[config.mk]
export PLATFORM = sky130hd
export DESIGN_NAME = obj_draw
export DESIGN_NICKNAME = d
export VERILOG_FILES = /design/src/verilog/obj_table_pkg.sv /design/src/verilog/obj_video_pkg.sv /design/src/verilog/obj_draw.sv
export VERILOG_INCLUDE_DIRS = /design/src /design/src/verilog
export SDC_FILE = /design/constraint.sdc
export NUM_CORES = 1
export LEC_CHECK = 0
export ABC_AREA = 1
export BUFFER_PORTS_ARGS = -buffer_cell sky130_fd_sc_hd__buf_2
export CAP_MARGIN = 20
export CORE_MARGIN = 4
export CORE_UTILIZATION = 45
export DETAILED_ROUTE_END_ITERATION = 8
export GPL_ROUTABILITY_DRIVEN = 0
export PLACE_DENSITY = 0.75
export SLEW_MARGIN = 20
export SYNTH_ARGS = -nofsm -noshare
export SYNTH_HDL_FRONTEND = slang
export SYNTH_SLANG_ARGS = --single-unit
[constraint.sdc]
create_clock -name clk -period 2.28 [get_ports clk]
set_input_delay 0.684 -clock clk [delete_from_list [all_inputs] [get_ports clk]]
set_output_delay 0.684 -clock clk [all_outputs]
set_load 0.01 [all_outputs]
[src/verilog/obj_settings.svh]
// ========================================
// Sizes of the object layer
// ROM_AW must equal bank bits plus offset bits
// ========================================
`ifndef OBJ_SETTINGS_SVH
`define OBJ_SETTINGS_SVH

// Entries in the object table
`define OBJ_COUNT 16

// 16-bit words per table entry
`define OBJ_WORDS 4

// Visible pixels per scanline
`define LINE_WIDTH 320

// Pixels in one object row
`define OBJ_WIDTH 16

// Graphics ROM word address
`define ROM_AW 20

`endif

[src/verilog/obj_table_pkg.sv]
// ========================================
// Entry layout is four words per object
// Bottom line is exclusive
// ========================================
`include "obj_settings.svh"

package obj_table_pkg;

    // Entry number on top, word index below
    typedef logic [$clog2(`OBJ_COUNT*`OBJ_WORDS)-1:0] tbl_addr_t;
    typedef logic [15:0] obj_word_t;

    // Draw command fields
    typedef logic [15:0] gfx_offset_t;
    typedef logic [3:0]  gfx_bank_t;
    typedef logic [1:0]  obj_prio_t;
    typedef logic [5:0]  obj_pal_t;

    // Word 0 has bottom in [15:8] and top in [7:0]
    localparam int unsigned W_RANGE = 0;
    // Word 1 has hflip in bit 15 and x in [8:0]
    localparam int unsigned W_XPOS  = 1;
    // Word 2 is the graphics offset
    localparam int unsigned W_GFX   = 2;
    // Word 3 has prio [15:14], palette [13:8], bank [7:4]
    localparam int unsigned W_ATTR  = 3;

endpackage

[src/verilog/obj_video_pkg.sv]
// ========================================
// Pixel color 0 is transparent everywhere
// ========================================

package obj_video_pkg;

    // Horizontal position, covers a 512-pixel span
    typedef logic [8:0] xpos_t;

    // Scanline number
    typedef logic [7:0] vline_t;

    // Line buffer word
    // Priority [11:10], palette [9:4], color [3:0]
    typedef logic [11:0] obj_pixel_t;

    // Four 4-bit pixels
    // Leftmost pixel in the top nibble
    typedef logic [15:0] gfx_word_t;

    // Empty buffer location
    localparam obj_pixel_t PIXEL_NONE = 12'h000;

endpackage

[src/verilog/obj_draw.sv]
// ========================================
// One 16-pixel row per command, four ROM words
// hstart abandons a draw in progress
// ========================================
`timescale 1ns/10ps
`include "obj_settings.svh"

module obj_draw (
    input  logic                       clk,
    input  logic                       rst_n,
    input  logic                       hstart,
    input  logic                       start,
    input  obj_video_pkg::xpos_t       xpos,
    input  logic                       hflip,
    input  obj_table_pkg::gfx_offset_t offset,
    input  obj_table_pkg::gfx_bank_t   bank,
    input  obj_table_pkg::obj_prio_t   prio,
    input  obj_table_pkg::obj_pal_t    pal,
    input  logic [3:0]                 row,
    input  logic                       gfx_ok,
    input  obj_video_pkg::gfx_word_t   gfx_data,
    output logic                       busy,
    output logic                       gfx_cs,
    output logic [`ROM_AW-1:0]         gfx_addr,
    output logic                       bf_we,
    output obj_video_pkg::xpos_t       bf_addr,
    output obj_video_pkg::obj_pixel_t  bf_data
);
    import obj_table_pkg::*;
    import obj_video_pkg::*;

    localparam int ROW_WORDS = `OBJ_WIDTH / 4;
    localparam int WORD_W    = $clog2(ROW_WORDS);
    localparam int PIX_W     = $clog2(`OBJ_WIDTH);

    // Command copy
    xpos_t       x_q;
    logic        hflip_q;
    gfx_offset_t offset_q;
    gfx_bank_t   bank_q;
    obj_prio_t   prio_q;
    obj_pal_t    pal_q;
    logic [3:0]  row_q;

    gfx_word_t         pix_q;
    logic [WORD_W-1:0] w;
    logic [1:0]        k;
    logic              writing;
    gfx_offset_t       word_addr;
    logic [PIX_W-1:0]  pidx;
    logic [9:0]        xsum;
    logic [3:0]        color;

    // Row base plus word within the row
    assign word_addr = offset_q + gfx_offset_t'(row_q * ROW_WORDS) + gfx_offset_t'(w);
    assign gfx_addr  = {bank_q, word_addr};

    // Pixel index within the row, mirrored by hflip
    assign pidx  = hflip_q ? ~{w, k} : {w, k};
    // One extra bit so clipping sees the carry
    assign xsum  = {1'b0, x_q} + 10'(pidx);
    // Nibble k, leftmost first
    assign color = pix_q[{~k, 2'b00} +: 4];

    // Skip transparent and off-line pixels
    assign bf_we   = writing && (color != 4'd0) && (xsum < 10'(`LINE_WIDTH));
    assign bf_addr = xsum[8:0];
    assign bf_data = {prio_q, pal_q, color};

    always_ff @(posedge clk) begin
        if (!rst_n || hstart) begin
            busy    <= 1'b0;
            gfx_cs  <= 1'b0;
            writing <= 1'b0;
            w       <= '0;
            k       <= '0;
        end else if (start) begin
            busy   <= 1'b1;
            gfx_cs <= 1'b1;
            w      <= '0;
        end else if (gfx_cs) begin
            // Hold the request until the ROM answers
            if (gfx_ok) begin
                gfx_cs  <= 1'b0;
                writing <= 1'b1;
                k       <= '0;
            end
        end else if (writing) begin
            k <= k + 2'd1;
            if (k == 2'd3) begin
                writing <= 1'b0;
                if (w == WORD_W'(ROW_WORDS - 1)) begin
                    busy <= 1'b0;
                end else begin
                    w      <= w + 1'b1;
                    gfx_cs <= 1'b1;
                end
            end
        end
    end

    // Payload capture
    always_ff @(posedge clk) begin
        if (start) begin
            x_q      <= xpos;
            hflip_q  <= hflip;
            offset_q <= offset;
            bank_q   <= bank;
            prio_q   <= prio;
            pal_q    <= pal;
            row_q    <= row;
        end
        if (gfx_cs && gfx_ok) begin
            pix_q <= gfx_data;
        end
    end

    // Request and address hold until the ROM accepts
    a_addr_hold: assert property (@(posedge clk) disable iff (!rst_n)
        (gfx_cs && !gfx_ok && !hstart) |=> (gfx_cs && $stable(gfx_addr)));

endmodule

Word level (Yosys, flattened, before mapping). Index checks and enable logic that the tools add are counted.

Flip-flop bits (word level): 65. Output and inout port bits: 44. Logic and storage cells: 63.

Add/subtract/negate cells: 5. Order comparisons: 1. Eq/ne operators: 4. Shift operators: 1. Multiplexer cells: 19. Bitwise gates (word level): 5. Reduce and logical (&&, ||, !) cells: 15.

Operators by type and width (count): $add 16x2->16 (1); $add 16x6->16 (1); $shiftx 16x5->4 (1); $mux 1 (15); $add 9x4->10 (1); $lt 10x9->1 const B (1); $reduce_and 4->1 (2); $reduce_bool 2->1 (4); $mux 2 (3); $add 2x1->2 const B (2); $eq 2x2->1 const B (2); $mux 4 (1); $ne 2x2->1 const B (2); $not 4->4 (1); $reduce_bool 4->1 (1); $logic_and 1x1->1 (3); $not 1->1 (3); $reduce_and 3->1 (1); $not 2->2 (1); $reduce_and 2->1 (1); $reduce_or 2->1 (1); $logic_not 1->1 (1); $logic_or 1x1->1 (1).

Logic depth before layout (Yosys ltp).
Depth in word-level cells: 6. Depth in mapped cells: 12. Mapped depth without buffers: 12.

Least setup slack after synthesis. No wires, ideal clock.

Path kind: flip-flop to output port. Start point: register k[0]. End point: output port bf_we. Arrival: 1.873 ns. Required time: 1.596 ns. Slack: -0.277 ns. Stages on the path, launching flop included: 11. Path buffers: 1. Path through: dfxtp_1 buf_6 xor2_1 ha_1 inv_1 fa_1 o21bai_2 nand2_1 nand2_1 nand2_1 a21oi_2.

Longest elaborated chain between the ends: 5.

Ends and longest elaborated chain: from (decl) (RTL line obj_draw.sv:47) `logic [1:0] k;`; from (signal assigned) (RTL line obj_draw.sv:89) `k <= k + 2'd1;`; $not 4->4 (RTL line obj_draw.sv:59) `assign pidx = hflip_q ? ~{w, k} : {w, k};`; $mux 4 (*) (RTL line obj_draw.sv:59); $add 9x4->10 (*) (RTL line obj_draw.sv:61) `assign xsum = {1'b0, x_q} + 10'(pidx);`; net bf_addr[8] (RTL line obj_draw.sv:26) `output obj_video_pkg::xpos_t bf_addr,`; $lt 10x9->1 (*) (RTL line obj_draw.sv:66) `` assign bf_we = writing && (color != 4'd0) && (xsum < 10'(`LINE_WIDTH)); ``; $logic_and 1x1->1 (*) (RTL line obj_draw.sv:66); to (decl) (RTL line obj_draw.sv:25) `output logic bf_we,`.

Mark *: on every way through the listed nets, which the timed path passes. The rest lies on a longest branch.

Worst setup path after layout.
Start point: register hflip_q. End point: output port bf_we.

Longest elaborated chain between the ends: 4.

Ends and longest elaborated chain: from (decl) (RTL line obj_draw.sv:38) `logic hflip_q;`; from (signal assigned) (RTL line obj_draw.sv:106) `hflip_q <= hflip;`; $mux 4 (RTL line obj_draw.sv:59); $add 9x4->10 (RTL line obj_draw.sv:61); $lt 10x9->1 (RTL line obj_draw.sv:66); $logic_and 1x1->1 (RTL line obj_draw.sv:66).

No other way between the ends.

==> metrics.sh <==
SETUP-VIOLATIONS-FINAL=23
SYNTH_SEQ_AREA_SHARE=0.595
ROUTE.VIAS.TOTAL=2519
HOLDBUFCOUNTCTS=0
REG2REG_DEPTH=7
FIRST_DRT_PASS_ITERATION_COUNT=4
FINAL-INSTANCE-COUNT-EXCL-FILL=539
CAP_VIOLATIONS=0
LAYOUT-DRIVE-GT1-SHARE=0.460
CLKSINKCOUNT=65
DEPTH_OF_THE_CTS_H_TREE=3
EDFF_COUNT_SYNTH=58
CLK_LATENCY_PS=330
PORTION_OF_THE_CLOCK_CYCLE_CONSUMED_BY_THE_WORST_PATH_IN_THE_FINAL_LAYOUT=1.30
SETUP_WS_POST_LAYOUT_PS=-678
CTS_INSERTED_BUFFERS=9
DOMINANTREGCELLSYNTH='edfxtp_1'
YOSYSWARNINGCOUNT=0
CELL_ROW_COUNT=30
REGAREA_UM2=1880
GRT_PASS1_VIAS=2564
SLEW_HEADROOM=0.611
DPL.HPWL_UM=5380
WORSTPATHMAXFANOUT=4
TOTALWIRELENGTH_UM=7130
MAX-CLOCK-PATH-BUFFERS=2
CLKSLEWWORSTSETUPHOLDPATHS_PS=70
START_KIND='flop'
DRC=0
FILLERS=542
DR.FIRST_ITER.DRC_COUNT=103
CTS.ROOT.BUFFER_CELL='clkbuf_8'
FINCLKSKEW_PS=2.62
ANTENNA_FIX_CELLS=0
HOLD_PATH_DEPTH=2
AREA_GROWTH_FROM_SYNTHESIS_TO_FINAL_LAYOUT_PCT=39.9
PATH_CLASS='flop to primary output'
FINISH.NET_COUNT=515
DATA_REQUIRED_TIME_OF_THE_WORST_PATH_PS=1600
MOSTFREQUENTLAYOUTCELL='buf_2'
GRT_MAX_DEGREE=18
SYNTH_FP_NETS=372
POWER.TOTAL_uW=2910
FMAX_MHz=338
CTS_TREE='built'
VIOLATIONS='negative setup slack'
RUN_STATUS='finished with violations'
SYNTHESIS.INSTANCES=295
COREAREA_UM2=6790
GRT_ANTENNA_BEFORE_REPAIR=0
GRT_REMAINING_OVERFLOW=0
CELLLEAKAGEPOWER_uW=0.00204
FOOTPRINT_OF_THE_MULTI_INPUT_GATES_UM2=1310
IO_BUFFER_COUNT=106
FLOORPLAN.IO_PINS=107
ASYNCSETRESETFLOPFRACSYNTH=0
DP.CELLS=515
DIE_H_UM=91.8
FINALCRITICALPERIOD_PS=2960
GRT_SETUP_UNREPAIRED='true'
P_PER_AREA_nW_PER_UM2=659
DIE_W_UM=91.8
FINAL_CELL_MIX='buf_2 (103), nand2_1 (73), edfxtp_1 (58)'
SLEW_VIOLATIONS=0
SYNTH-SEQ-CELLS=65
START_UTIL=0.465
YOSYSUNIQUECELLTYPES=33
TIGHTESTPINTRANSITION_PS=583
AVGSYNTHCELLAREA_UM2=10.7
GRT_FIRST_PASS_WIRELENGTH_UM=11800
ANTENNA_LEFT=0
GLOBAL_ROUTE.USAGE.TOTAL=0.176
AVGVIACOUNTPERCELL=4.67
MIN_PATH_TYPE='flop to flop'
POST_SYNTH_INSTANCE_AREA_UM2=3160
VDD_DROP_MAX_uV=479
HOLDWS_PS=510
WORST_SETUP_PATH_END_KIND='primary output'
LAYOUT_UTILIZATION=0.651
DIE_AREA_UM2=8430
WORST_EP_ARRIVAL_TIME_PS=2270
FINAL_HOLD_VIOL_COUNT=0
DRT-WIRELENGTH-PER-CELL_UM=13.2
-- kinds of logic after synthesis --
| group | count (synthesis) | synth area share |
|---|---|---|
| AO/OA/AOI/OAI | 19 | 0.0408 |
| XOR/XNOR | 18 | 0.0499 |
| adder cells (fa/ha/maj) | 14 | 0.0602 |
| buffers and inverters | 40 | 0.0515 |
| flip-flops | 65 | 0.595 |
| AND/OR/NAND/NOR | 139 | 0.202 |
-- worst max-delay path, stage by stage, from the launching register on --
cell	delay (ps)
edfxtp_1	450
buf_4	170
xor2_1	140
ha_1	320
buf_4	160
nand2_2	60
nand2_2	60
o21bai_4	180
nand3b_1	100
nand2_2	70
a21oi_2	120
buf_2	130
-- registers in the layout, summed over array words and instances, names as in the netlist --
register / flops
writing: 1
x_q: 9
gfx_cs: 1
pal_q: 6
k: 2
busy: 1
prio_q: 2
hflip_q: 1
row_q: 4
pix_q: 16
w: 2
bank_q: 4
offset_q: 16
-- worst paths after layout --
kind | from | slack, ps | end
max reg2reg | k[1] | 690 | w[0]
min | busy | 510 | busy
min reg2reg | busy | 510 | busy
max | hflip_q | -680 | bf_we
-- synth_stat cells (2+ instances only) --
cell      instances  area share
ha_1             12       0.048
edfxtp_1         58        0.55
xor2_1           14       0.039
o21ai_1           2      0.0032
o21ai_0           3      0.0047
inv_1            33       0.039
a211oi_1          2      0.0047
nand3_2           4       0.013
a21oi_1           6      0.0095
inv_2             5      0.0059
dfxtp_1           7       0.044
nor2_1           11       0.013
a21oi_2           2      0.0055
nand2_1          87        0.10
nor2_2            2      0.0040
fa_1              2       0.013
xnor2_1           4       0.011
nand3b_1          4      0.0095
nand3_1          19       0.030
nand2_2           5      0.0099
-- what timing repair did --
| item | in CTS | in global routing |
|---|---|---|
| endpoints found under the setup margin | 24 | 24 |
| setup buffers | 9 | 4 |
| gates resized for setup | 32 | 20 |
| pin swaps | 13 | 24 |
| endpoints found under the hold margin | 0 | 0 |
-- layer usage --
metal  wire, µm  global-route usage  vias up
met4        159              0.0829        0
met5          0                   0        -
met2       3540               0.292       91
met1       2900               0.212     1141
met3        525              0.0500       13
li1           -                   -     1274
-- report_power, final --
group	switching, µW	total, µW	internal, µW	leakage [µW]
clock	408	907	499	0.0000918
sequential	40.2	1410	1370	0.000614
combinational	316	592	277	0.00133
-- per-stage QoR --
stage | cell area (µm²) | setup TNS (ps) | setup WS [ps]
after CTS | 4350 | -10290 | -653
after global routing | 4420 | -12810 | -790
after global placement | 3960 | -1570 | -241
final | 4420 | -10350 | -678
after floorplan | 3180 | -225 | -163
after detailed placement | 3960 | -2530 | -338
-- layout make-up --
type / instances / share of cell area
Clock buffer: 12 / 0.0306
Clock inverter: 4 / 0.00990
Inverter: 39 / 0.0342
Multi-Input combinational cell: 190 / 0.296
Sequential cell: 65 / 0.426
Tap cell: 96 / 0.0272
Timing Repair Buffer: 133 / 0.177
Note: power is estimated with default switching activity, not from simulation.
