===== src/verilog/obj_settings.svh =====
// ========================================
// Sizes of the object layer
// ROM_AW must equal bank bits plus offset bits
// ========================================
`ifndef OBJ_SETTINGS_SVH
`define OBJ_SETTINGS_SVH

// Entries in the object table
`define OBJ_COUNT 16

// 16-bit words per table entry
`define OBJ_WORDS 4

// Visible pixels per scanline
`define LINE_WIDTH 320

// Pixels in one object row
`define OBJ_WIDTH 16

// Graphics ROM word address
`define ROM_AW 20

`endif


===== src/verilog/obj_table_pkg.sv =====
// ========================================
// Entry layout is four words per object
// Bottom line is exclusive
// ========================================
`include "obj_settings.svh"

package obj_table_pkg;

    // Entry number on top, word index below
    typedef logic [$clog2(`OBJ_COUNT*`OBJ_WORDS)-1:0] tbl_addr_t;
    typedef logic [15:0] obj_word_t;

    // Draw command fields
    typedef logic [15:0] gfx_offset_t;
    typedef logic [3:0]  gfx_bank_t;
    typedef logic [1:0]  obj_prio_t;
    typedef logic [5:0]  obj_pal_t;

    // Word 0 has bottom in [15:8] and top in [7:0]
    localparam int unsigned W_RANGE = 0;
    // Word 1 has hflip in bit 15 and x in [8:0]
    localparam int unsigned W_XPOS  = 1;
    // Word 2 is the graphics offset
    localparam int unsigned W_GFX   = 2;
    // Word 3 has prio [15:14], palette [13:8], bank [7:4]
    localparam int unsigned W_ATTR  = 3;

endpackage


===== src/verilog/obj_video_pkg.sv =====
// ========================================
// Pixel color 0 is transparent everywhere
// ========================================

package obj_video_pkg;

    // Horizontal position, covers a 512-pixel span
    typedef logic [8:0] xpos_t;

    // Scanline number
    typedef logic [7:0] vline_t;

    // Line buffer word
    // Priority [11:10], palette [9:4], color [3:0]
    typedef logic [11:0] obj_pixel_t;

    // Four 4-bit pixels
    // Leftmost pixel in the top nibble
    typedef logic [15:0] gfx_word_t;

    // Empty buffer location
    localparam obj_pixel_t PIXEL_NONE = 12'h000;

endpackage


===== src/verilog/obj_scan.sv =====
// ========================================
// One table walk per line, restarted at hstart
// ========================================
`timescale 1ns/10ps
`include "obj_settings.svh"

module obj_scan (
    input  logic                       clk,
    input  logic                       rst_n,
    input  logic                       hstart,
    input  obj_video_pkg::vline_t      vrender,
    input  obj_table_pkg::obj_word_t   tbl_dout,
    input  logic                       busy,
    output obj_table_pkg::tbl_addr_t   tbl_addr,
    output logic                       dr_start,
    output obj_video_pkg::xpos_t       dr_xpos,
    output logic                       dr_hflip,
    output obj_table_pkg::gfx_offset_t dr_offset,
    output obj_table_pkg::gfx_bank_t   dr_bank,
    output obj_table_pkg::obj_prio_t   dr_prio,
    output obj_table_pkg::obj_pal_t    dr_pal,
    output logic [3:0]                 dr_row
);
    import obj_table_pkg::*;

    localparam int IDX_W = $clog2(`OBJ_COUNT);

    typedef enum logic [2:0] {
        S_IDLE, S_W0, S_CHK, S_READ, S_LAST, S_ISSUE
    } state_t;

    state_t           st;
    logic [IDX_W-1:0] idx;
    logic [1:0]       widx;
    logic [1:0]       wsel_q;
    logic             fetch_q;
    obj_word_t        xpos_w;
    obj_word_t        gfx_w;
    obj_word_t        attr_w;
    logic             covers;
    logic             last;

    assign tbl_addr = {idx, widx};
    // Top inclusive, bottom exclusive
    assign covers = (vrender >= tbl_dout[7:0]) && (vrender < tbl_dout[15:8]);
    assign last = idx == IDX_W'(`OBJ_COUNT - 1);

    always_ff @(posedge clk) begin
        if (!rst_n) begin
            st       <= S_IDLE;
            idx      <= '0;
            widx     <= 2'(W_RANGE);
            dr_start <= 1'b0;
        end else if (hstart) begin
            // New line, walk again from entry 0
            st       <= S_W0;
            idx      <= '0;
            widx     <= 2'(W_RANGE);
            dr_start <= 1'b0;
        end else begin
            dr_start <= 1'b0;
            case (st)
                // Word 0 address out
                S_W0: st <= S_CHK;
                S_CHK: begin
                    if (covers) begin
                        widx <= 2'(W_XPOS);
                        st   <= S_READ;
                    end else if (last) begin
                        st <= S_IDLE;
                    end else begin
                        idx <= idx + 1'b1;
                        st  <= S_W0;
                    end
                end
                // Words 1 to 3, wraps back to word 0
                S_READ: begin
                    widx <= widx + 2'd1;
                    if (widx == 2'(W_ATTR)) begin
                        st <= S_LAST;
                    end
                end
                // Word 3 lands this cycle
                S_LAST: st <= S_ISSUE;
                S_ISSUE: begin
                    if (!busy) begin
                        dr_start <= 1'b1;
                        if (last) begin
                            st <= S_IDLE;
                        end else begin
                            idx <= idx + 1'b1;
                            st  <= S_W0;
                        end
                    end
                end
                default: st <= S_IDLE;
            endcase
        end
    end

    // Entry capture, one cycle behind the address
    always_ff @(posedge clk) begin
        fetch_q <= st == S_READ;
        wsel_q  <= widx;
        if (st == S_CHK) begin
            dr_row <= 4'(vrender - tbl_dout[7:0]);
        end
        if (fetch_q) begin
            case (wsel_q)
                2'(W_XPOS): xpos_w <= tbl_dout;
                2'(W_GFX):  gfx_w  <= tbl_dout;
                2'(W_ATTR): attr_w <= tbl_dout;
                default: ;
            endcase
        end
    end

    // Field split of words 1 and 3
    assign dr_xpos   = xpos_w[8:0];
    assign dr_hflip  = xpos_w[15];
    assign dr_offset = gfx_w;
    assign dr_prio   = attr_w[15:14];
    assign dr_pal    = attr_w[13:8];
    assign dr_bank   = attr_w[7:4];

    // Drawer must be idle whenever a command goes out
    a_start_idle: assert property (@(posedge clk) disable iff (!rst_n)
        dr_start |-> !busy);

endmodule


===== config.mk =====
export PLATFORM = sky130hd
export DESIGN_NAME = obj_scan
export DESIGN_NICKNAME = d
export VERILOG_FILES = /design/src/verilog/obj_table_pkg.sv /design/src/verilog/obj_video_pkg.sv /design/src/verilog/obj_scan.sv
export VERILOG_INCLUDE_DIRS = /design/src /design/src/verilog
export SDC_FILE = /design/constraint.sdc
export NUM_CORES = 1
export LEC_CHECK = 0
export BUFFER_PORTS_ARGS = -buffer_cell sky130_fd_sc_hd__buf_2
export CORE_MARGIN = 2
export CORE_UTILIZATION = 31
export DETAILED_ROUTE_END_ITERATION = 8
export PLACE_DENSITY = 0.6
export SYNTH_ARGS = -nofsm -noshare
export SYNTH_HDL_FRONTEND = slang
export SYNTH_SLANG_ARGS = --single-unit
export TNS_END_PERCENT = 1

===== constraint.sdc =====
create_clock -name clk -period 2.28 [get_ports clk]
set_input_delay 0.342 -clock clk [delete_from_list [all_inputs] [get_ports clk]]
set_output_delay 0.342 -clock clk [all_outputs]
set_load 0.01 [all_outputs]

==> Word-level counts from Yosys, hierarchy flattened <==
Cells that the tools add are included.
{ "totals": {"register_bits": 65, "out_inout_bits": 49} }
{ "classes": {"add_sub_neg": 3, "order_cmp": 2, "eq_ne": 16, "mux": 13, "bitwise_logic": 2, "reduce_logical": 12} }
{ "op_table": {"columns": ["operator", "count"], "rows": [
  ["one-hot mux 3 bit (5 select lines)", 1],
  ["two-way mux 4 bit", 3],
  ["AND reduction 2 bit", 6],
  ["greater-or-equal comparator 8 bit", 1],
  ["< comparator 8 bit", 1],
  ["!= test 2 bit (second input constant)", 4],
  ["one-hot mux 4 bit (2 select lines)", 1],
  ["== test 2 bit (second input constant)", 3],
  ["== test 3 x 2 -> 1 bit (second input constant)", 2],
  ["== test 3 bit (second input constant)", 2],
  ["two-way mux 3 bit", 2],
  ["!= test 3 bit (second input constant)", 2],
  ["adder 4 x 1 -> 4 bit (second input constant)", 1],
  ["== test 4 bit (second input constant)", 1],
  ["two-way mux 2 bit", 2],
  ["one-hot mux 2 bit (2 select lines)", 1],
  ["nonzero test 2 bit", 2],
  ["subtractor 4 bit", 1],
  ["== test 3 x 1 -> 1 bit (second input constant)", 1],
  ["two-way mux 1 bit", 3],
  ["AND reduction 3 bit", 1],
  ["OR reduction 3 bit", 1],
  ["adder 2 x 1 -> 2 bit (second input constant)", 1],
  ["== test 2 x 1 -> 1 bit (second input constant)", 1],
  ["other kinds (3)", 4]
]} }

==> Longest topological paths before layout <==
Gate-level depths: netlist of run 1.
{ "logic_depth": {"word_depth": 5, "ltp_mapped": 8, "mapped_depth_nobuf": 8} }

==> Worst setup path after synthesis of run 1 <==
OpenSTA, ideal clock, no wires.
{ "synth_path": {"path_type": "input -> register", "start": "input port vrender[0]", "end": "register idx[3]", "arrival_time_ps": 1979, "required_ps": 2158, "path_slack_ps": 179, "stages": 8, "cell_sequence": "inv_1 -> ha_1 -> fa_1 -> a21bo_2 -> a31oi_1 -> a211oi_4 -> nor2_1 -> a311o_1"} }
{ "synth_between": {"elab_chain_cells": 4} }
{ "synth_rtl": {"columns": ["element", "line", "rtl"], "rows": [
  ["from (decl)", "obj_scan.sv:11", "input obj_video_pkg::vline_t vrender,"],
  ["greater-or-equal comparator 8 bit or < comparator 8 bit (tied branches)", "obj_scan.sv:45", "assign covers = (vrender >= tbl_dout[7:0]) && (vrender < tbl_dout[15:8]);"],
  ["logical AND 1 bit (*)", "obj_scan.sv:45", null],
  ["!= test 2 bit (no source line) (*)", null, null],
  ["AND reduction 3 bit (no source line) (*)", null, null],
  ["to (signal assigned)", "obj_scan.sv:72", "idx <= idx + 1'b1;"],
  ["to (signal assigned)", "obj_scan.sv:91", "idx <= idx + 1'b1;"],
  ["to (decl)", "obj_scan.sv:33", "logic [IDX_W-1:0] idx;"]
]} }
Mark *: on every way between the ends. The rest lies on a longest branch, timed or not.
A chain may end at the register's enable or synchronous reset.

==> Final worst setup path of run 1 <==
{ "layout_path": {"start": "register st[1]", "end": "register idx[1]"} }
{ "layout_between": {"elab_chain_cells": 3} }
{ "layout_rtl": {"columns": ["element", "line", "rtl"], "rows": [
  ["from (decl)", "obj_scan.sv:32", "state_t st;"],
  ["from (signal assigned)", "obj_scan.sv:50", "st <= S_IDLE;"],
  ["from (signal assigned)", "obj_scan.sv:56", "st <= S_W0;"],
  ["from (signal assigned)", "obj_scan.sv:64", "S_W0: st <= S_CHK;"],
  ["== test 3 x 2 -> 1 bit or == test 3 bit (tied branches)", "obj_scan.sv:62", "case (st)"],
  ["!= test 2 bit (no source line) or nonzero test 2 bit (tied branches)", null, null],
  ["AND reduction 3 bit (no source line)", null, null]
]} }
Parallel ways exist; a longest one is shown, timed or not.

==> results.py, run 1 <==
metrics = {
    "logic_synthesis": {
        "synth_area_leaders": "edfxtp_1 (53%), dfxtp_1 (11%), ha_1 (8.9%)",
        "netlist_instances": 178,
        "synth_edf_count": 42,
        "synth_cell_types": 41,
        "synth_compound_area_frac": 0.1207,
        "synth_seq_cells": 55,
        "async_flop_share": 0,
        "synth_top_flop_cell": "edfxtp_1",
        "ys_seq_area_frac": 0.6380,
        "synth.top_cell.area_share": 0.5289,
        "yosysMostFrequentCell": "edfxtp_1",
        "synth_top_family_by_area": "compound AO/OA/AOI/OAI gates",
        "synth_area_leader_cell": "edfxtp_1",
        "synth-simple-area-share": 0.09024,
        "synth_xor_area_frac": 0.007345,
        "syn_avg_cell_area_um2": 13.40,
        "synth.area.mux_share": 0.008395,
        "syn-cell-area_um2": 2385,
        "synthAdderAreaFrac": 0.09759,
        "synth_fp_nets": 224,
        "ys.warnings.count": 0,
        "synth_common_cells": "edfxtp_1 (42), inv_1 (23), ha_1 (17)",
    },
    "sta": {
        "fin_crit_sh": 0.8830,
        "fin_crit_ns": 2.013,
        "finalClockSkew_ns": 0.009157,
        "hold_viol_final": 0,
        "slew_headroom": 0.5096,
        "setup_viol": 0,
        "maxSlewViolCount": 0,
        "fmax_ghz": 0.4967,
        "rsz0062_at_grt": "no",
        "final.setup.tns_ns": 0,
        "tightest_slew_ns": 0.7356,
    },
    "critical_path": {
        "path_class": "flip-flop to flip-flop",
        "worst_setup_path_start_kind": "flip-flop",
        "path_max_fanout": 8,
        "ff2ff_path_depth": 6,
        "critPathLaunch": "st[1]",
        "r2r-end": "idx[1]",
        "rrSetupSlack_ns": 0.27,
        "r2r_start": "st[1]",
        "worstSetupEndpointType": "flip-flop",
        "crit_arrival_ns": 2.19,
        "required_ns": 2.45,
    },
    "clock_tree": {
        "cts_made_buffers": 5,
        "clkTransAtPathRegs_ns": 0.10,
        "clk_latency_ns": 0.30,
        "ctsHtreeMaxLevel": 2,
        "holdBufCountCts": 0,
        "cts-root-buf": "clkbuf_8",
        "clockBufferDepth": 2,
        "cts_sinks": 55,
        "cts_resized": 0,
        "cts_tree": "yes",
        "postCtsSetupBuffers": 0,
    },
    "power": {
        "power_leakage_nw": 1.315,
        "total_power_mw": 1.781,
        "power_density_nw_per_um2": 589.6,
        "peakVddDrop_mv": 0.2014,
    },
    "finish": {
        "nFillCells": 719,
        "antenna_cells": 0,
        "final-instance-count-excl-fill": 365,
        "layout.nets": 311,
        "syn_to_final_growth_pct": 26.71,
        "layout-drive-gt1-share": 0.3496,
    },
    "die": {
        "die_x_um": 91.71,
        "core_area_um2": 7370,
        "boundaryPins": 77,
        "dieArea_um2": 8411,
        "num_rows": 31,
        "dieHeight_um": 91.71,
        "initial_core_util": 0.3236,
    },
    "grt": {
        "grt_usage": 0.1164,
        "grt_pass1_vias": 1641,
        "antenna_found_initial": 0,
        "grt_max_degree": 18,
        "grt_pass1_wl_um": 7693,
        "overflow": 0,
    },
    "job": {
        "max-cap-violations": 0,
    },
    "min_path": {
        "min_delay_worst_endpoint": "xpos_w[0]",
        "min_from": "tbl_dout[0]",
        "hold_path_class": "input port to flip-flop",
        "hold_depth": 1,
    },
    "detailed_routing": {
        "drt_wl_total_um": 4806,
        "routedWlPerCell_um": 13.17,
        "num_vias": 1665,
        "drcViolationCount": 0,
        "vias_per_cell": 4.562,
        "ant_nets": 0,
        "dr.first_iter.drc_count": 26,
        "dr.pass1.iters": 4,
    },
    "placement": {
        "dp_cells": 357,
        "portBuffers": 76,
        "gp_congestion": 0.7894,
        "dp_hpwl_um": 3829,
    },
    "status": {
        "status": "finished, final reports clean",
    },
}
area by class of cell:
cell class,count,area [um^2],share of cell area
Clock buffer,6,82.58,0.02733
Clock inverter,2,16.27,0.005383
Inverter,23,86.33,0.02857
Multi-Input combinational cell,99,773.2,0.2559
Sequential cell,55,1521,0.5035
Tap cell,99,123.9,0.04099
Timing Repair Buffer,81,417.9,0.1383
power by group:
group	internal, mW	total (mW)	switching [mW]
combinational	0.0688	0.150	0.0809
sequential	1.08	1.08	0.00295
clock	0.248	0.548	0.300
logic make-up (layout without fill, tap and decap cells):
logic type,after synthesis,in the layout
DFF,55,55
AOI/OAI and AO/OA,39,39
and+or+nand+nor,38,38
buffers and inverters,24,112
adders and majority gates,18,18
xor gates and xnor gates,2,2
muxes,2,2
cells in the final DEF, fill, tap and decap left out, types with 3 or more instances in the layout:
| master | count |
|---|---|
| nand2_1 | 8 |
| nor3_1 | 3 |
| clkbuf_8 | 6 |
| a211oi_1 | 4 |
| nand3_1 | 4 |
| a31oi_1 | 4 |
| o21ai_0 | 7 |
| buf_2 | 76 |
| a21o_1 | 3 |
| a211o_1 | 3 |
| buf_4 | 5 |
| ha_1 | 17 |
| and3_1 | 4 |
| a21oi_1 | 6 |
| nor2_1 | 5 |
| inv_1 | 23 |
| dfxtp_1 | 13 |
| edfxtp_1 | 42 |
how the worst max path moves through the flow:
stage / slack (ns) / end
2_1_floorplan: 0.18 / idx[3]
3_3_place_gp: 0.04 / idx[3]
6_report: 0.27 / idx[1]
3_5_place_dp: 0.01 / idx[1]
5_1_grt: 0.14 / idx[0]
4_1_cts: 0.25 / idx[1]
per-layer routing:
metal	vias up	track usage	routed length [um]
met5	-	0	0
met4	0	0.03358	46
met3	5	0.02958	406
met2	66	0.1985	2198
met1	760	0.1460	2154
li1	834	-	-
worst max-delay path, stage by stage, from the launching register on:
cell and delay [ns]:
dfxtp_1 0.44, or3b_4 0.44, a211o_1 0.33, a211oi_4 0.16
buf_4 0.19, mux2i_1 0.20, o211ai_1 0.11
through the flow:
step           instance area [um^2]  hold slack, ns  utilization  worst slack, ns
3_3_place_gp                   2923          0.3919       0.3966          0.03892
6_report                       3022          0.2479       0.4100           0.2668
3_5_place_dp                   2923          0.4042       0.3966          0.01013
5_1_grt                        3022          0.2400       0.4100           0.1390
4_1_cts                        3022          0.2378       0.4100           0.2498
2_1_floorplan                  2385          0.4083            -           0.1793
state kept, by name, indices dropped and copies added (netlist names):
| signal | flops |
|---|---|
| st | 3 |
| xpos_w | 10 |
| widx | 2 |
| idx | 4 |
| fetch_q | 1 |
| dr_offset | 16 |
| dr_start | 1 |
| dr_row | 4 |
| attr_w | 12 |
| wsel_q | 2 |
Note: power is estimated with default switching activity, not from simulation.
==> run 2: changes to the inputs <==
--- a/config.mk
+++ b/config.mk
@@ -7,6 +7,7 @@
 export NUM_CORES = 1
 export LEC_CHECK = 0
 export BUFFER_PORTS_ARGS = -buffer_cell sky130_fd_sc_hd__buf_2
+export CAP_MARGIN = 20
 export CORE_MARGIN = 2
 export CORE_UTILIZATION = 31
 export DETAILED_ROUTE_END_ITERATION = 8
==> constraint.sdc (replaced) <==
create_clock -name clk -period 2.28 [get_ports clk]
set_input_delay 0.114 -clock clk [delete_from_list [all_inputs] [get_ports clk]]
set_output_delay 0.114 -clock clk [all_outputs]
set_load 0.01 [all_outputs]
==> run 2 against run 1 <==
  * Die area unchanged
  * Clock skew fell by 0.0022 ns
  * Setup slack lost 0.013 ns
  * Wire length fell by 1.2%
  * Critical path type unchanged
==> results.py, run 2 (synthesis gave the netlist of run 1 again) <==
metrics = {
    "clock_tree": {
        "postCtsSetupBuffers": 0,
        "holdBufCountCts": 0,
        "cts-root-buf": "clkbuf_8",
        "cts_sinks": 55,
        "cts_resized": 0,
        "ctsHtreeMaxLevel": 2,
        "cts_made_buffers": 5,
        "clkTransAtPathRegs_ns": 0.09,
        "cts_tree": "yes",
        "clockBufferDepth": 2,
        "clk_latency_ns": 0.30,
    },
    "critical_path": {
        "rrSetupSlack_ns": 0.25,
        "path_max_fanout": 8,
        "path_class": "flip-flop to flip-flop",
        "r2r-end": "idx[3]",
        "crit_end": "idx[3]",
        "critPathLaunch": "st[2]",
        "required_ns": 2.47,
        "worstSetupEndpointType": "flip-flop",
        "r2r_start": "st[2]",
        "ff2ff_path_depth": 5,
        "worst_setup_path_start_kind": "flip-flop",
        "crit_arrival_ns": 2.22,
    },
    "die": {
        "core_area_um2": 7370,
        "num_rows": 31,
        "boundaryPins": 77,
        "dieHeight_um": 91.71,
        "die_x_um": 91.71,
        "dieArea_um2": 8411,
        "initial_core_util": 0.3236,
    },
    "sta": {
        "fmax_ghz": 0.4936,
        "maxSlewViolCount": 0,
        "slew_headroom": 0.5284,
        "timing.final.ws_setup_ns": 0.2539,
        "fin_crit_ns": 2.026,
        "hold_viol_final": 0,
        "rsz0062_at_grt": "no",
        "setup_viol": 0,
        "fin_crit_sh": 0.8886,
        "finalClockSkew_ns": 0.007003,
        "tightest_slew_ns": 0.7074,
        "final.setup.tns_ns": 0,
    },
    "finish": {
        "largest_reg_flops": 16,
        "layout-drive-gt1-share": 0.3397,
        "syn_to_final_growth_pct": 26.08,
        "utilization": 0.4080,
        "antenna_cells": 0,
        "finalInstanceArea_um2": 3007,
        "mostFrequentLayoutCells": "buf_2 (76), edfxtp_1 (42), inv_1 (23), ha_1 (17), dfxtp_1 (13)",
        "final_common_cell": "buf_2",
        "layout.nets": 308,
        "nFillCells": 718,
    },
    "placement": {
        "dp_slack_ns": 0.1195,
        "gp_congestion": 0.7692,
        "dp_hpwl_um": 3758,
        "post_dp_cell_area_um2": 2900,
        "portBuffers": 76,
    },
    "detailed_routing": {
        "drcViolationCount": 0,
        "vias_per_cell": 4.620,
        "dr.pass1.iters": 5,
        "drt_wl_total_um": 4746,
        "ant_nets": 0,
        "num_vias": 1668,
        "dr.first_iter.drc_count": 29,
        "routedWlPerCell_um": 13.15,
    },
    "job": {
        "max-cap-violations": 0,
    },
    "power": {
        "power_leakage_nw": 1.304,
        "power_density_nw_per_um2": 609.6,
        "peakVddDrop_mv": 0.2286,
    },
    "grt": {
        "grt_usage": 0.1125,
        "grt_max_degree": 17,
        "grt_pass1_wl_um": 7465,
        "grt_pass1_vias": 1557,
        "overflow": 0,
        "antenna_found_initial": 0,
    },
    "status": {
        "status": "finished, final reports clean",
    },
    "min_path": {
        "hold_path_class": "input port to flip-flop",
    },
}
run 2: cell types whose count changed in the layout (fill, tap and decap cells not counted):
cell | before | now
bufinv_16 | 0 | 1
clkbuf_8 | 6 | 5
clkinv_4 | 1 | 0
buf_4 | 5 | 2
run 2: layout make-up:
| class | instances | area (um^2) | area share |
|---|---|---|---|
| sequential | 55 | 1521 | 0.5060 |
| multi-input combinational | 99 | 773.2 | 0.2572 |
| inverter | 23 | 86.33 | 0.02871 |
| clock buffer | 5 | 68.82 | 0.02289 |
| clock inverter | 2 | 37.54 | 0.01248 |
| tap | 99 | 123.9 | 0.04120 |
| timing repair buffer | 78 | 395.4 | 0.1315 |
run 2: worst min-delay path by stage:
stage	slack, ns	end	from	depth (start not counted)
2_1_floorplan	0.21	attr_w[10]	tbl_dout[10]	0
3_3_place_gp	0.32	xpos_w[0]	tbl_dout[0]	1
3_5_place_dp	0.32	attr_w[14]	tbl_dout[14]	1
4_1_cts	0.009	attr_w[14]	tbl_dout[14]	1
5_1_grt	0.01	attr_w[14]	tbl_dout[14]	1
6_report	0.02	attr_w[14]	tbl_dout[14]	1
run 2: metal layers:
metal	part of all wire	global-route usage	vias to the layer above
met3	0.085	0.03040	6
met4	0.014	0.04104	0
li1	-	-	829
met2	0.45	0.1857	68
met1	0.45	0.1417	765
met5	0	0	-
run 2: worst max-delay path, stage by stage (launching register included):
cell      delay, ns
dfxtp_1        0.39
or3b_4         0.43
a211o_1        0.33
a211oi_4       0.39
nor2_1         0.10
a311o_1        0.27
run 2: where the power goes:
group	leakage, nW	switching, mW	internal, mW
Clock	0.0502	0.284	0.321
Sequential	0.482	0.00241	1.08
Combinational	0.771	0.0806	0.0638
Total	1.30	0.367	1.47
run 2: through the flow:
stage	total power [mW]	instances	hold slack [ns]
finish	1.833	361	0.01648
global route	1.907	361	0.01149
CTS	1.855	361	0.008539
floorplan	1.191	178	0.2129
detailed placement	1.252	354	0.3248
global placement	1.250	354	0.3217
==> run 3: changes to the inputs <==
--- a/config.mk
+++ b/config.mk
@@ -11,6 +11,7 @@
 export CORE_MARGIN = 2
 export CORE_UTILIZATION = 31
 export DETAILED_ROUTE_END_ITERATION = 8
+export MAX_ROUTING_LAYER = met4
 export PLACE_DENSITY = 0.6
 export SYNTH_ARGS = -nofsm -noshare
 export SYNTH_HDL_FRONTEND = slang
==> run 3 against run 2 <==
  * Non-clock buffer count unchanged
  * Count of clock-buffer cells in the layout is the same
  * Final area unchanged
  * Power decreased by 0.12%
  * Global-route usage up 0.30 points
  * Critical path type unchanged
  * Flip-flop and latch count stayed put
  * Sequential share of layout area is the same
  * Maximum frequency about the same
  * Via count increased by 0.24%
  * Largest cell class unchanged
==> results.py, run 3 (synthesis gave the netlist of run 1 again) <==
metrics = {
    "status": {
        "status": "finished, final reports clean",
    },
    "placement": {
        "dp_hpwl_um": 3758,
        "dp_slack_ns": 0.1195,
        "gp_congestion": 0.7795,
        "portBuffers": 76,
    },
    "die": {
        "die_x_um": 91.71,
        "boundaryPins": 77,
        "dieHeight_um": 91.71,
        "dieArea_um2": 8411,
        "initial_core_util": 0.3236,
        "core_area_um2": 7370,
        "num_rows": 31,
    },
    "detailed_routing": {
        "drcViolationCount": 0,
        "dr.first_iter.drc_count": 34,
        "routedWlPerCell_um": 13.13,
        "vias_per_cell": 4.632,
        "ant_nets": 0,
        "num_vias": 1672,
        "dr.pass1.iters": 4,
        "drt_wl_total_um": 4740,
    },
    "clock_tree": {
        "cts_made_buffers": 5,
        "postCtsSetupBuffers": 0,
        "cts-root-buf": "clkbuf_8",
        "cts_sinks": 55,
        "ctsHtreeMaxLevel": 2,
        "clkTransAtPathRegs_ns": 0.09,
        "clk_latency_ns": 0.29,
        "clockBufferDepth": 2,
        "holdBufCountCts": 0,
        "cts_tree": "yes",
        "cts_resized": 0,
    },
    "grt": {
        "grt_pass1_vias": 1555,
        "overflow": 0,
        "antenna_found_initial": 0,
        "grt_pass1_wl_um": 7458,
        "grt_usage": 0.1155,
        "grt_max_degree": 17,
    },
    "power": {
        "peakVddDrop_mv": 0.2286,
        "power_leakage_nw": 1.304,
        "power_density_nw_per_um2": 608.8,
        "total_power_mw": 1.831,
    },
    "sta": {
        "hold_viol_final": 0,
        "hold_slack_ns": 0.01762,
        "timing.final.ws_setup_ns": 0.2552,
        "slew_headroom": 0.5289,
        "fmax_ghz": 0.4939,
        "setup_viol": 0,
        "maxSlewViolCount": 0,
        "fin_crit_ns": 2.025,
        "fin_crit_sh": 0.8881,
        "finalClockSkew_ns": 0.005414,
        "rsz0062_at_grt": "no",
        "tightest_slew_ns": 0.7067,
        "final.setup.tns_ns": 0,
    },
    "critical_path": {
        "path_max_fanout": 8,
        "path_class": "flip-flop to flip-flop",
        "worstSetupEndpointType": "flip-flop",
        "worst_setup_path_start_kind": "flip-flop",
        "required_ns": 2.47,
        "crit_arrival_ns": 2.22,
    },
    "min_path": {
        "hold_path_class": "input port to flip-flop",
    },
    "finish": {
        "final_common_cell": "buf_2",
        "mostFrequentLayoutCells": "buf_2 (76), edfxtp_1 (42), inv_1 (23), ha_1 (17), dfxtp_1 (13)",
        "syn_to_final_growth_pct": 26.08,
        "antenna_cells": 0,
        "largest_reg_flops": 16,
        "layout-drive-gt1-share": 0.3397,
        "layout.nets": 308,
    },
    "job": {
        "max-cap-violations": 0,
    },
}
[run 3: cell counts in the layout (fill, tap and decap cells not counted)]
Identical to the previous run, type by type.
[run 3: area by class of cell]
type                            instances  area [um^2]
Timing Repair Buffer                   78        395.4
Multi-Input combinational cell         99        773.2
Inverter                               23        86.33
Tap cell                               99        123.9
Clock inverter                          2        37.54
Sequential cell                        55         1521
Fill cell                             718         4363
Clock buffer                            5        68.82
[run 3: worst paths after layout]
kind                              startpoint    endpoint  slack, ns  cells after the start
worst max-delay path                   st[2]      idx[3]       0.26                      5
worst min register to register       widx[1]   wsel_q[1]       0.41                      0
worst min-delay path            tbl_dout[14]  attr_w[14]       0.02                      1
worst max register to register         st[2]      idx[3]       0.26                      5
[run 3: report_power, final]
part	switching, mW	internal [mW]	total, mW
clock	0.282	0.321	0.603
sequential	0.00242	1.08	1.08
combinational	0.0808	0.0638	0.145
total	0.365	1.47	1.83
[run 3: critical path, cell delays in order (launching register included)]
cell and delay, ns:
dfxtp_1 0.39, or3b_4 0.43, a211o_1 0.33, a211oi_4 0.39, nor2_1 0.10, a311o_1 0.28
[run 3: layer usage]
layer / part of all wire / vias up / track usage
met1: 0.46 / 767 / 0.1454
met3: 0.069 / 6 / 0.02383
li1: - / 830 / -
met4: 0.015 / 0 / 0.04104
met5: 0 / - / -
met2: 0.45 / 69 / 0.1857
[run 3: metrics by stage]
step | util | instances | cell area, um^2
6_report | 0.4080 | 361 | 3007
5_1_grt | 0.4080 | 361 | 3007
3_3_place_gp | 0.3935 | 354 | 2900
2_1_floorplan | - | 178 | 2385
3_5_place_dp | 0.3935 | 354 | 2900
4_1_cts | 0.4080 | 361 | 3007
